**src/source/cachePkg.sv**
```systemverilog
/*
  Shared definitions for the read-only cache
  Cache geometry, address split and memory beat sizes
  State type of the cache controller FSM
*/

package cachePkg;

  ////////////////////////////////////////////////////////////
  // Geometry
  ////////////////////////////////////////////////////////////

  // Byte address width seen by the core and by memory
  localparam int AddrBits = 16;
  // One cache line holds 16 bytes
  localparam int LineBits = 128;
  // Width of the result handed back to the core
  localparam int WordBits = 32;
  // Results can start on any halfword inside the line
  localparam int MuxInterval = 16;

  // Memory returns a line as a burst of word-wide beats
  localparam int BeatBits = 32;
  localparam int BeatsPerLine = 4;

  // Address split is tag, then index, then byte offset
  localparam int OffsetBits = 4;
  localparam int IndexBits = 4;
  localparam int TagBits = 8;

  // Number of selectable start positions inside a line
  localparam int WordsPerLine = LineBits / MuxInterval;

  ////////////////////////////////////////////////////////////
  // Controller states
  ////////////////////////////////////////////////////////////

  // Answer is the cycle after a hit, and it lasts while the core stalls
  typedef enum logic [2:0] {
    idle,
    lookup,
    request,
    fill,
    answer
  } ctrlState_t;

endpackage

```
**src/source/lineWordSelect.sv**
```systemverilog
/*
  Word select for the cache read path
  Cuts a result word out of a line at a halfword offset
  Zero pads a word that runs past the line end
  Save and restore register that holds the word during a stall
*/

`timescale 1ns/1ps

module lineWordSelect (
  input  logic                          clk,
  input  logic [cachePkg::AddrBits-1:0] adr,
  input  logic [cachePkg::LineBits-1:0] lineData,
  input  logic                          save,
  input  logic                          restore,
  output logic [cachePkg::WordBits-1:0] wordData
);

  import cachePkg::*;

  // Line extended with zeros so the top candidate is a full word wide
  logic [LineBits+WordBits-MuxInterval-1:0] paddedLine;
  // One candidate word per halfword position
  logic [WordBits-1:0] candidates [WordsPerLine];
  logic [WordBits-1:0] rawWord;
  logic [WordBits-1:0] savedWord;

  // Upper bits past the line end read as zero
  assign paddedLine = {{(WordBits - MuxInterval){1'b0}}, lineData};

  // Each candidate starts one halfword above the previous one
  for (genvar i = 0; i < WordsPerLine; i++) begin : genCandidates
    assign candidates[i] = paddedLine[i*MuxInterval +: WordBits];
  end

  ////////////////////////////////////////////////////////////
  // Offset mux
  ////////////////////////////////////////////////////////////

  // Byte offset bits above the halfword boundary pick the candidate
  // Bit 0 of the address is ignored since requests are halfword aligned
  assign rawWord = candidates[adr[OffsetBits-1:$clog2(MuxInterval/8)]];

  ////////////////////////////////////////////////////////////
  // Stall hold
  ////////////////////////////////////////////////////////////

  // Capture the answered word in the readValid cycle of a stalled read
  always_ff @(posedge clk) begin
    if (save) begin
      savedWord <= rawWord;
    end
  end

  // While the core is stalled the live path may change with adr
  // so the output follows the captured copy
  assign wordData = restore ? savedWord : rawWord;

endmodule

```
**src/source/lineArray.sv**
```systemverilog
/*
  Direct-mapped line storage with 16 sets
  Valid bits, tags and line data
  Combinational read and hit compare, line write on the clock edge
*/

`timescale 1ns/1ps

module lineArray (
  input  logic                          clk,
  input  logic                          rstN,
  input  logic [cachePkg::AddrBits-1:0] adr,
  input  logic                          fillWrite,
  input  logic [cachePkg::LineBits-1:0] fillLine,
  output logic [cachePkg::LineBits-1:0] lineData,
  output logic                          hit
);

  import cachePkg::*;

  // Set index and tag fields cut from the live address
  logic [IndexBits-1:0] setIndex;
  logic [TagBits-1:0]   adrTag;

  // Per-set state
  logic [2**IndexBits-1:0] validBits;
  logic [TagBits-1:0]      tagMem  [2**IndexBits];
  logic [LineBits-1:0]     lineMem [2**IndexBits];

  assign setIndex = adr[OffsetBits +: IndexBits];
  assign adrTag   = adr[AddrBits-1 -: TagBits];

  ////////////////////////////////////////////////////////////
  // Read side
  ////////////////////////////////////////////////////////////

  // Lookup is purely combinational so a hit answers in the lookup cycle
  assign lineData = lineMem[setIndex];

  // A set only hits once it has been filled and its tag matches
  assign hit = validBits[setIndex] && (tagMem[setIndex] == adrTag);

  ////////////////////////////////////////////////////////////
  // Write side
  ////////////////////////////////////////////////////////////

  // Valid bits are control state and start out clear
  always_ff @(posedge clk) begin
    if (!rstN) begin
      validBits <= '0;
    end else if (fillWrite) begin
      validBits[setIndex] <= 1'b1;
    end
  end

  // Tag and line are written together with the valid bit
  // A fill into a set that already holds another tag replaces that line
  always_ff @(posedge clk) begin
    if (fillWrite) begin
      tagMem[setIndex]  <= adrTag;
      lineMem[setIndex] <= fillLine;
    end
  end

endmodule

```
**src/source/lineFill.sv**
```systemverilog
/*
  Line fill collector
  Gathers memory beats into one cache line, lowest beat first
  Flags the last beat so the line can be written in that cycle
*/

`timescale 1ns/1ps

module lineFill (
  input  logic                          clk,
  input  logic                          rstN,
  input  logic                          fillStart,
  input  logic                          memBeatValid,
  input  logic [cachePkg::BeatBits-1:0] memBeatData,
  output logic [cachePkg::LineBits-1:0] fillLine,
  output logic                          fillDone
);

  import cachePkg::*;

  // Position of the next beat inside the line
  logic [$clog2(BeatsPerLine)-1:0] beatCount;
  // Only the earlier beats are stored, the last one is used as it arrives
  logic [BeatBits-1:0] beatReg [BeatsPerLine-1];

  // The beat arriving now completes the line
  assign fillDone = memBeatValid && (int'(beatCount) == BeatsPerLine - 1);

  // Counter is cleared by each new miss request and wraps after the last beat
  always_ff @(posedge clk) begin
    if (!rstN) begin
      beatCount <= '0;
    end else if (fillStart) begin
      beatCount <= '0;
    end else if (memBeatValid) begin
      beatCount <= beatCount + 1'b1;
    end
  end

  // Beat storage for all but the final beat
  always_ff @(posedge clk) begin
    if (memBeatValid && !fillDone) begin
      beatReg[beatCount] <= memBeatData;
    end
  end

  // Stored beats form the low part of the line
  // and the arriving beat goes straight into the top slot
  always_comb begin
    for (int i = 0; i < BeatsPerLine - 1; i++) begin
      fillLine[i*BeatBits +: BeatBits] = beatReg[i];
    end
    fillLine[LineBits-1 -: BeatBits] = memBeatData;
  end

endmodule

```
**src/source/cacheController.sv**
```systemverilog
/*
  Cache controller FSM
  Runs lookup, miss request, line fill and answer
  Drives busy, readValid, the memory request and the fill strobes
  Produces save and restore for the stall hold register
*/

`timescale 1ns/1ps

module cacheController (
  input  logic                          clk,
  input  logic                          rstN,
  input  logic                          readReq,
  input  logic                          stall,
  input  logic                          hit,
  input  logic                          fillDone,
  input  logic [cachePkg::AddrBits-1:0] adr,
  output logic                          busy,
  output logic                          readValid,
  output logic                          memReq,
  output logic [cachePkg::AddrBits-1:0] memAdr,
  output logic                          fillStart,
  output logic                          fillWrite,
  output logic                          save,
  output logic                          restore
);

  import cachePkg::*;

  ctrlState_t state;
  ctrlState_t nextState;

  // Set when an answer was saved and kept while the core stalls
  logic restoreFlag;

  ////////////////////////////////////////////////////////////
  // State register and next state
  ////////////////////////////////////////////////////////////

  always_ff @(posedge clk) begin
    if (!rstN) begin
      state <= idle;
    end else begin
      state <= nextState;
    end
  end

  always_comb begin
    nextState = state;
    case (state)
      // Accept a new read, adr is held by the core from here on
      idle: begin
        if (readReq) begin
          nextState = lookup;
        end
      end
      // Hit answers now, a miss goes out to memory
      lookup: begin
        nextState = hit ? answer : request;
      end
      // One cycle for the memory request pulse
      request: begin
        nextState = fill;
      end
      // Wait for the last beat, then look up again so the new line hits
      fill: begin
        if (fillDone) begin
          nextState = lookup;
        end
      end
      // Busy is already low here, so a new read may start at once
      answer: begin
        if (readReq) begin
          nextState = lookup;
        end else if (!stall) begin
          nextState = idle;
        end
      end
      default: begin
        nextState = idle;
      end
    endcase
  end

  ////////////////////////////////////////////////////////////
  // Outputs
  ////////////////////////////////////////////////////////////

  // Busy covers the cycle after readReq through the readValid cycle
  assign busy = (state == lookup) || (state == request) || (state == fill);

  // The answer leaves in the lookup cycle that hits
  assign readValid = (state == lookup) && hit;

  // Memory request and fill counter clear go out together
  assign memReq    = (state == request);
  assign fillStart = (state == request);
  // Requests are always for a whole line
  assign memAdr    = {adr[AddrBits-1:OffsetBits], {OffsetBits{1'b0}}};

  // The last beat writes the line into the array
  assign fillWrite = (state == fill) && fillDone;

  // Capture the word only when the core is stalled as it is answered
  assign save = readValid && stall;

  // Flag stays set from the save until stall drops
  always_ff @(posedge clk) begin
    if (!rstN) begin
      restoreFlag <= 1'b0;
    end else begin
      restoreFlag <= save || (restoreFlag && stall);
    end
  end

  // Once stall drops the core sees the live path again
  assign restore = restoreFlag && stall;

endmodule

```
**src/source/readCache.sv**
```systemverilog
/*
  Top level of the read-only direct-mapped cache
  Connects controller, line array, fill collector and word select
*/

`timescale 1ns/1ps

module readCache (
  input  logic                          clk,
  input  logic                          rstN,
  input  logic                          readReq,
  input  logic [cachePkg::AddrBits-1:0] adr,
  input  logic                          stall,
  output logic                          busy,
  output logic                          readValid,
  output logic [cachePkg::WordBits-1:0] readData,
  output logic                          memReq,
  output logic [cachePkg::AddrBits-1:0] memAdr,
  input  logic                          memBeatValid,
  input  logic [cachePkg::BeatBits-1:0] memBeatData
);

  import cachePkg::*;

  // Controller handshakes with the datapath blocks
  logic hit;
  logic fillStart;
  logic fillDone;
  logic fillWrite;
  logic save;
  logic restore;

  // Line buses between fill, array and word select
  logic [LineBits-1:0] fillLine;
  logic [LineBits-1:0] lineData;

  cacheController cacheCtrl (
    .clk       (clk),
    .rstN      (rstN),
    .readReq   (readReq),
    .stall     (stall),
    .hit       (hit),
    .fillDone  (fillDone),
    .adr       (adr),
    .busy      (busy),
    .readValid (readValid),
    .memReq    (memReq),
    .memAdr    (memAdr),
    .fillStart (fillStart),
    .fillWrite (fillWrite),
    .save      (save),
    .restore   (restore)
  );

  // Array and word select both work on the live address
  lineArray lineArr (
    .clk       (clk),
    .rstN      (rstN),
    .adr       (adr),
    .fillWrite (fillWrite),
    .fillLine  (fillLine),
    .lineData  (lineData),
    .hit       (hit)
  );

  lineFill fillUnit (
    .clk          (clk),
    .rstN         (rstN),
    .fillStart    (fillStart),
    .memBeatValid (memBeatValid),
    .memBeatData  (memBeatData),
    .fillLine     (fillLine),
    .fillDone     (fillDone)
  );

  lineWordSelect wordSel (
    .clk      (clk),
    .adr      (adr),
    .lineData (lineData),
    .save     (save),
    .restore  (restore),
    .wordData (readData)
  );

endmodule

```
**config.mk**
```make
export PLATFORM = sky130hd
export DESIGN_NAME = readCache
export DESIGN_NICKNAME = d
export VERILOG_FILES = /design/src/source/cachePkg.sv /design/src/source/lineWordSelect.sv /design/src/source/lineArray.sv /design/src/source/lineFill.sv /design/src/source/cacheController.sv /design/src/source/readCache.sv
export SDC_FILE = /design/constraint.sdc
export NUM_CORES = 2
export LEC_CHECK = 0
export BUFFER_PORTS_ARGS = -buffer_cell sky130_fd_sc_hd__buf_2
export CORE_ASPECT_RATIO = 1.2
export CORE_MARGIN = 5
export CORE_UTILIZATION = 35
export CTS_BUF_LIST = sky130_fd_sc_hd__clkbuf_4 sky130_fd_sc_hd__clkbuf_8 sky130_fd_sc_hd__clkbuf_16
export DETAILED_ROUTE_END_ITERATION = 12
export PLACE_DENSITY_LB_ADDON = 0.25
export SLEW_MARGIN = 20
export SYNTH_ARGS = -nofsm -noshare
export SYNTH_HDL_FRONTEND = slang
export SYNTH_HIERARCHICAL = 1
export SYNTH_SLANG_ARGS = --single-unit
```
**constraint.sdc**
```tcl
create_clock -name clk -period 11.53 [get_ports clk]
set_input_delay 0.5765 -clock clk [delete_from_list [all_inputs] [get_ports clk]]
set_output_delay 0.5765 -clock clk [all_outputs]
set_load 0.05 [all_outputs]
```
After elaboration in Yosys (flattened, before gate mapping)
Memories as Yosys holds them, arrays and structs flattened.
Cells that the tools add are included.
{"block": "word_totals", "n_memories": 3, "inputBits": 53, "word_cells": 57, "regBits": 54, "out_inout_bits": 51, "ram_bits": 2272}
{"name": "lineArr.lineMem", "depth": 16, "width": 128, "read_ports": 1, "rd_ports_with_merged_regs": 0, "wr": 1, "line_no": "lineArray.sv:28", "text": "logic [LineBits-1:0] lineMem [2**IndexBits];"}
{"name": "lineArr.tagMem", "depth": 16, "width": 8, "read_ports": 1, "rd_ports_with_merged_regs": 0, "wr": 1, "line_no": "lineArray.sv:27", "text": "logic [TagBits-1:0] tagMem [2**IndexBits];"}
{"name": "fillUnit.beatReg", "depth": 3, "width": 32, "read_ports": 3, "rd_ports_with_merged_regs": 0, "wr": 1, "line_no": "lineFill.sv:24", "text": "logic [BeatBits-1:0] beatReg [BeatsPerLine-1];"}
{"block": "classes", "addsub": 1, "eq_ne": 9, "n_lt_le_gt_ge": 3, "bitwise": 3, "mux": 18, "n_reduce_logical": 15}
{"op": "$bmux 32 s3", "count": 1}
{"op": "$mux 32", "count": 3}
{"op": "$or 16x16->16", "count": 1}
{"op": "$mux 3", "count": 5}
{"op": "$pmux 3 s5", "count": 1}
{"op": "$eq 8x8->1", "count": 1}
{"op": "$logic_and 1x1->1", "count": 8}
{"op": "$eq 3x2->1 const B", "count": 2}
{"op": "$mux 1", "count": 6}
{"op": "$lt 4x5->1 const B", "count": 1}
{"op": "$bmux 1 s4", "count": 1}
{"op": "$demux 1 s4", "count": 1}
{"op": "$ge 4x1->1 const B", "count": 1}
{"op": "$ge 4x4->1 const B", "count": 1}
{"op": "$not 3->4", "count": 1}
{"op": "$eq 3x1->1 const B", "count": 1}
{"op": "$eq 3x3->1 const B", "count": 1}
{"op": "$logic_not 3->1", "count": 1}
{"op": "$logic_or 1x1->1", "count": 3}
{"op": "$ne 3x3->1 const B", "count": 1}
{"op": "$reduce_and 3->1", "count": 1}
{"op": "$add 2x1->2 const B", "count": 1}
{"op": "$eq 2x1->1 const B", "count": 1}
{"op": "$ne 2x1->1 const B", "count": 1}
{"op": "4 further kinds", "count": 4}

Logic depth before layout (Yosys ltp)
{"block": "depth", "ltp_word": 6, "depth_mapped": 12, "ltp_nobuf": 8}

By module
Netlist, hierarchy kept.
{"mod": "lineArray", "cells_per_inst": 3146, "seq_area_each_um2": 65663.0, "n_inst": 1, "area_each_um2": 82581.7}
{"mod": "lineWordSelect", "cells_per_inst": 358, "seq_area_each_um2": 960.9, "n_inst": 1, "area_each_um2": 3462.1}
{"mod": "lineFill", "cells_per_inst": 146, "seq_area_each_um2": 2922.8, "n_inst": 1, "area_each_um2": 3286.9}
{"mod": "cacheController", "cells_per_inst": 41, "seq_area_each_um2": 80.1, "n_inst": 1, "area_each_um2": 342.8}

Worst setup path after synthesis
No wires, ideal clock.
{"block": "synth_path", "path_kind": "input to register", "from": "input adr[5] in the netlist's numbering", "to": "memory lineArr.lineMem[0][0] (enable)", "cell_stages": 7, "setup_slack_ns": -0.037, "t_arrival_ns": 10.767, "path_buffers": 5, "setup_time_ns": 0.800, "required_time_ns": 10.730, "cell_sequence": "buf_6 buf_6 buf_6 buf_4 buf_2 nand3b_1 nor3_1"}
{"item": "from (decl)", "line_no": "readCache.sv:12", "text": "input logic [cachePkg::AddrBits-1:0] adr,"}
{"item": "to (decl)", "line_no": "lineArray.sv:28"}
Straight into the memory's write port.

Worst setup path after layout
{"block": "layout_path", "from": "input adr[5] in the netlist's numbering", "to": "output readData[9] in the netlist's numbering"}
{"block": "layout_between", "elab_chain_len": 5}
{"item": "$mem_v2 16x128"}
{"item": "net lineData[89]", "line_no": "readCache.sv:35", "text": "logic [LineBits-1:0] lineData;"}
{"item": "$bmux 32 s3", "line_no": "lineWordSelect.sv:42", "text": "assign rawWord = candidates[adr[OffsetBits-1:$clog2(MuxInterval/8)]];"}
{"item": "$mux 32 (implied by the code) (2 in series)", "line_no": "lineWordSelect.sv:42"}
{"item": "$mux 32", "line_no": "lineWordSelect.sv:57", "text": "assign wordData = restore ? savedWord : rawWord;"}
{"item": "to (decl)", "line_no": "readCache.sv:16", "text": "output logic [cachePkg::WordBits-1:0] readData,"}
The timed path passes the listed nets, and every way through them passes these cells. The select of a mux whose other input is x is not followed.

==> metrics.yaml <==
grt_pass1_wl_um: 316000
ys.flop_type: "edfxtp_1"
status: "completed"
clk_latency_ns: 0.85
postSynthCellCount: 3691
drive_gt1_share_pct: 33.8
cellLeakagePower_nw: 30.9
start_util_pct: 35.2
drc: 0
finalMaxSlewViolations: 0
synth_edf_count: 2304
avgSynthCellArea_um2: 24.3
required_ns: 10.95
std_cell_rows: 203
io_pins: 104
antenna_found_initial: 31
pre_cts_ws_ns: 5.49
yosys_warnings: 6
arrival_ns: 5.35
die_h_um: 564
wire_per_inst_um: 29.5
numPortBuffers: 98
cp-start-kind: "input port"
cts_setup_buffers: 0
fin_crit_ns: 5.93
hold_depth: 3
netlist_area_mm2: 0.0897
first_global_vias: 42500
setup_ws_ns: 5.60
cts_sinks: 2326
grt_max_degree: 104
yosysSeqAreaShare_pct: 77.6
wirelength_um: 221000
dpl.hpwl_um: 110000
syn_to_final_growth_pct: 12.9
min_period_over_period_pct: 51.4
clock.fmax_mhz: 169
ys_types: 52
setup.worst_path.end_class: "output port"
total_power_mw: 17.5
cts_buffers: 220
tritoncts: "yes"
async_flop_share_pct: 0
track_usage_pct: 16.5
ff2ff_path_depth: 9
setup_viol: 0
drv_cap: 0
antenna_left: 0
slew_headroom_pct: 21.4
hp-class: "in2reg"
cts_root_buf: "clkbuf_16"
critPathMaxFanout: 94
die_area_mm2: 0.266
ys_ff_latch: 2326
dieWidth_um: 472
utilization_pct: 39.7
hold_viol: 0
crit_type: "in2out"
overflow: 0
worst_slew_pin_slew_ns: 1.17
firstDrtPassIters: 5
rsz0062_at_grt: "false"
drtIter0Drc: 3591
drt-vias-per-instance: 5.30
instances_no_fill: 7478
ir_drop_mv: 0.109
finClkSkew_ns: 0.0389
power.density_mw_per_mm2: 173
cts_max_path_buffers: 4
core_area_mm2: 0.255
final_nets: 3925
fin_setup_tns_ns: 0
place_congestion: 0.693
placed_cells: 7026
htreeDepth: 4
vias: 39700
clk_pin_slew_ns: 0.06
[worst paths after layout]
kind,startpoint,endpoint,slack (ns)
worst max-delay path,adr[5],readData[9],5.60
worst min-delay path,readReq,cacheCtrl/state[2],0.09
worst max register to register,fillUnit/beatCount[0],lineArr/lineMem[9][51],6.52
worst min register to register,lineArr/validBits[6],lineArr/validBits[6],0.46
[cell usage after synthesis, types with 2 or more instances]
master    number  area (um2)
o211ai_1       3        22.5
nand3b_1       2        15.0
and2b_1        6        45.0
clkbuf_1      54         203
nor3b_1        2        15.0
nand3_1        6        30.0
edfxtp_1    2304       69200
nor2b_1       13        81.3
and2_1         7        43.8
a22oi_1        2        15.0
ha_1           4        50.1
buf_4         78         586
nor3_1         8        40.0
buf_6         36         405
mux2i_1       31         310
xnor2_1        5        43.8
dfxtp_1       22         440
mux4_2       670       15100
nand2_1       41         154
o31ai_1       32         240
a21boi_0       2        15.0
nor4b_1        2        17.5
a22o_1         2        17.5
nor2_1        54         203
mux2_2       113        1270
o211a_1        3        30.0
buf_1         20        75.1
inv_1          5        18.8
buf_2         54         270
nand2b_1       6        37.5
o21ai_0        4        20.0
o22ai_1       65         407
o21a_1        16         120
[layer usage]
metal	share of wire, %	global-route usage [%]	wire length, um
met1	41	21.4	90300
met2	52	29.0	115000
met3	4.3	1.98	9440
met4	2.8	5.17	6190
met5	0.019	0	41
[per-stage QoR]
| step | hold WS (ns) | area, um2 |
|---|---|---|
| after floorplan | 0.435 | 89700 |
| after global placement | 0.443 | 94000 |
| after detailed placement | 0.450 | 94000 |
| after CTS | 0.0177 | 101000 |
| after global routing | 0.0798 | 101000 |
| final | 0.0878 | 101000 |
[where the power goes]
group	switching (mW)	leakage (nW)	internal, mW
Combinational	0.531	6.47	0.351
Clock	3.10	3.53	4.11
Sequential	0.0715	20.9	9.32
[placed cells by master, fill, tap and decap left out, types with 10 or more instances in the layout]
master	n
clkbuf_16	223
mux2i_1	31
mux4_2	670
nor2_1	42
bufinv_16	21
clkinv_2	44
clkinvlp_4	11
dfxtp_1	22
mux2_2	113
o22ai_1	65
diode_2	52
o31ai_1	18
buf_12	12
o31ai_2	10
o21a_1	16
buf_2	94
edfxtp_1	2304
clkbuf_4	43
nand2_1	40
nor2_4	12
clkinv_1	49
nor2b_1	13
buf_4	82
[critical path, cell delays in order]
cell and delay [ns]:
buf_8 0.62, buf_4 0.75, buf_4 0.83, mux4_2 0.36, mux4_2 0.28, mux2_2 0.16
o22ai_1 0.12, o31ai_2 1.02, buf_2 0.43
[flip-flops by register name, summed over array words and instances (netlist names)]
| name | cells |
|---|---|
| lineArr/lineMem | 2048 |
| lineArr/tagMem | 128 |
| fillUnit/beatReg | 96 |
| wordSel/savedWord | 32 |
| lineArr/validBits | 16 |
| cacheCtrl/state | 3 |
| fillUnit/beatCount | 2 |
| cacheCtrl/restoreFlag | 1 |
[cell type report]
class / instances / area [um2]
Multi-Input combinational cell: 1120 / 18800
Sequential cell: 2326 / 69600
Tap cell: 3382 / 4230
Inverter: 6 / 30.0
Clock buffer: 266 / 5900
Antenna cell: 52 / 130
Fill cell: 22400 / 154000
Timing Repair Buffer: 194 / 1400
Clock inverter: 132 / 1190
[what timing repair did]
action / in CTS / in global routing
endpoints found under the hold margin: 3 / 0
hold buffers: 2 / 0
gates resized for setup: 0 / 0
[logic make-up after synthesis]
family          share of synthesized area (%)
mux                                      18.6
buf+inv                                  1.74
compound gates                           1.08
other cells                           0.00418
simple gates                            0.822
xor+xnor                               0.0586
flops                                    77.6
fa+ha+maj                              0.0558
Note: power is estimated with default switching activity, not from simulation.
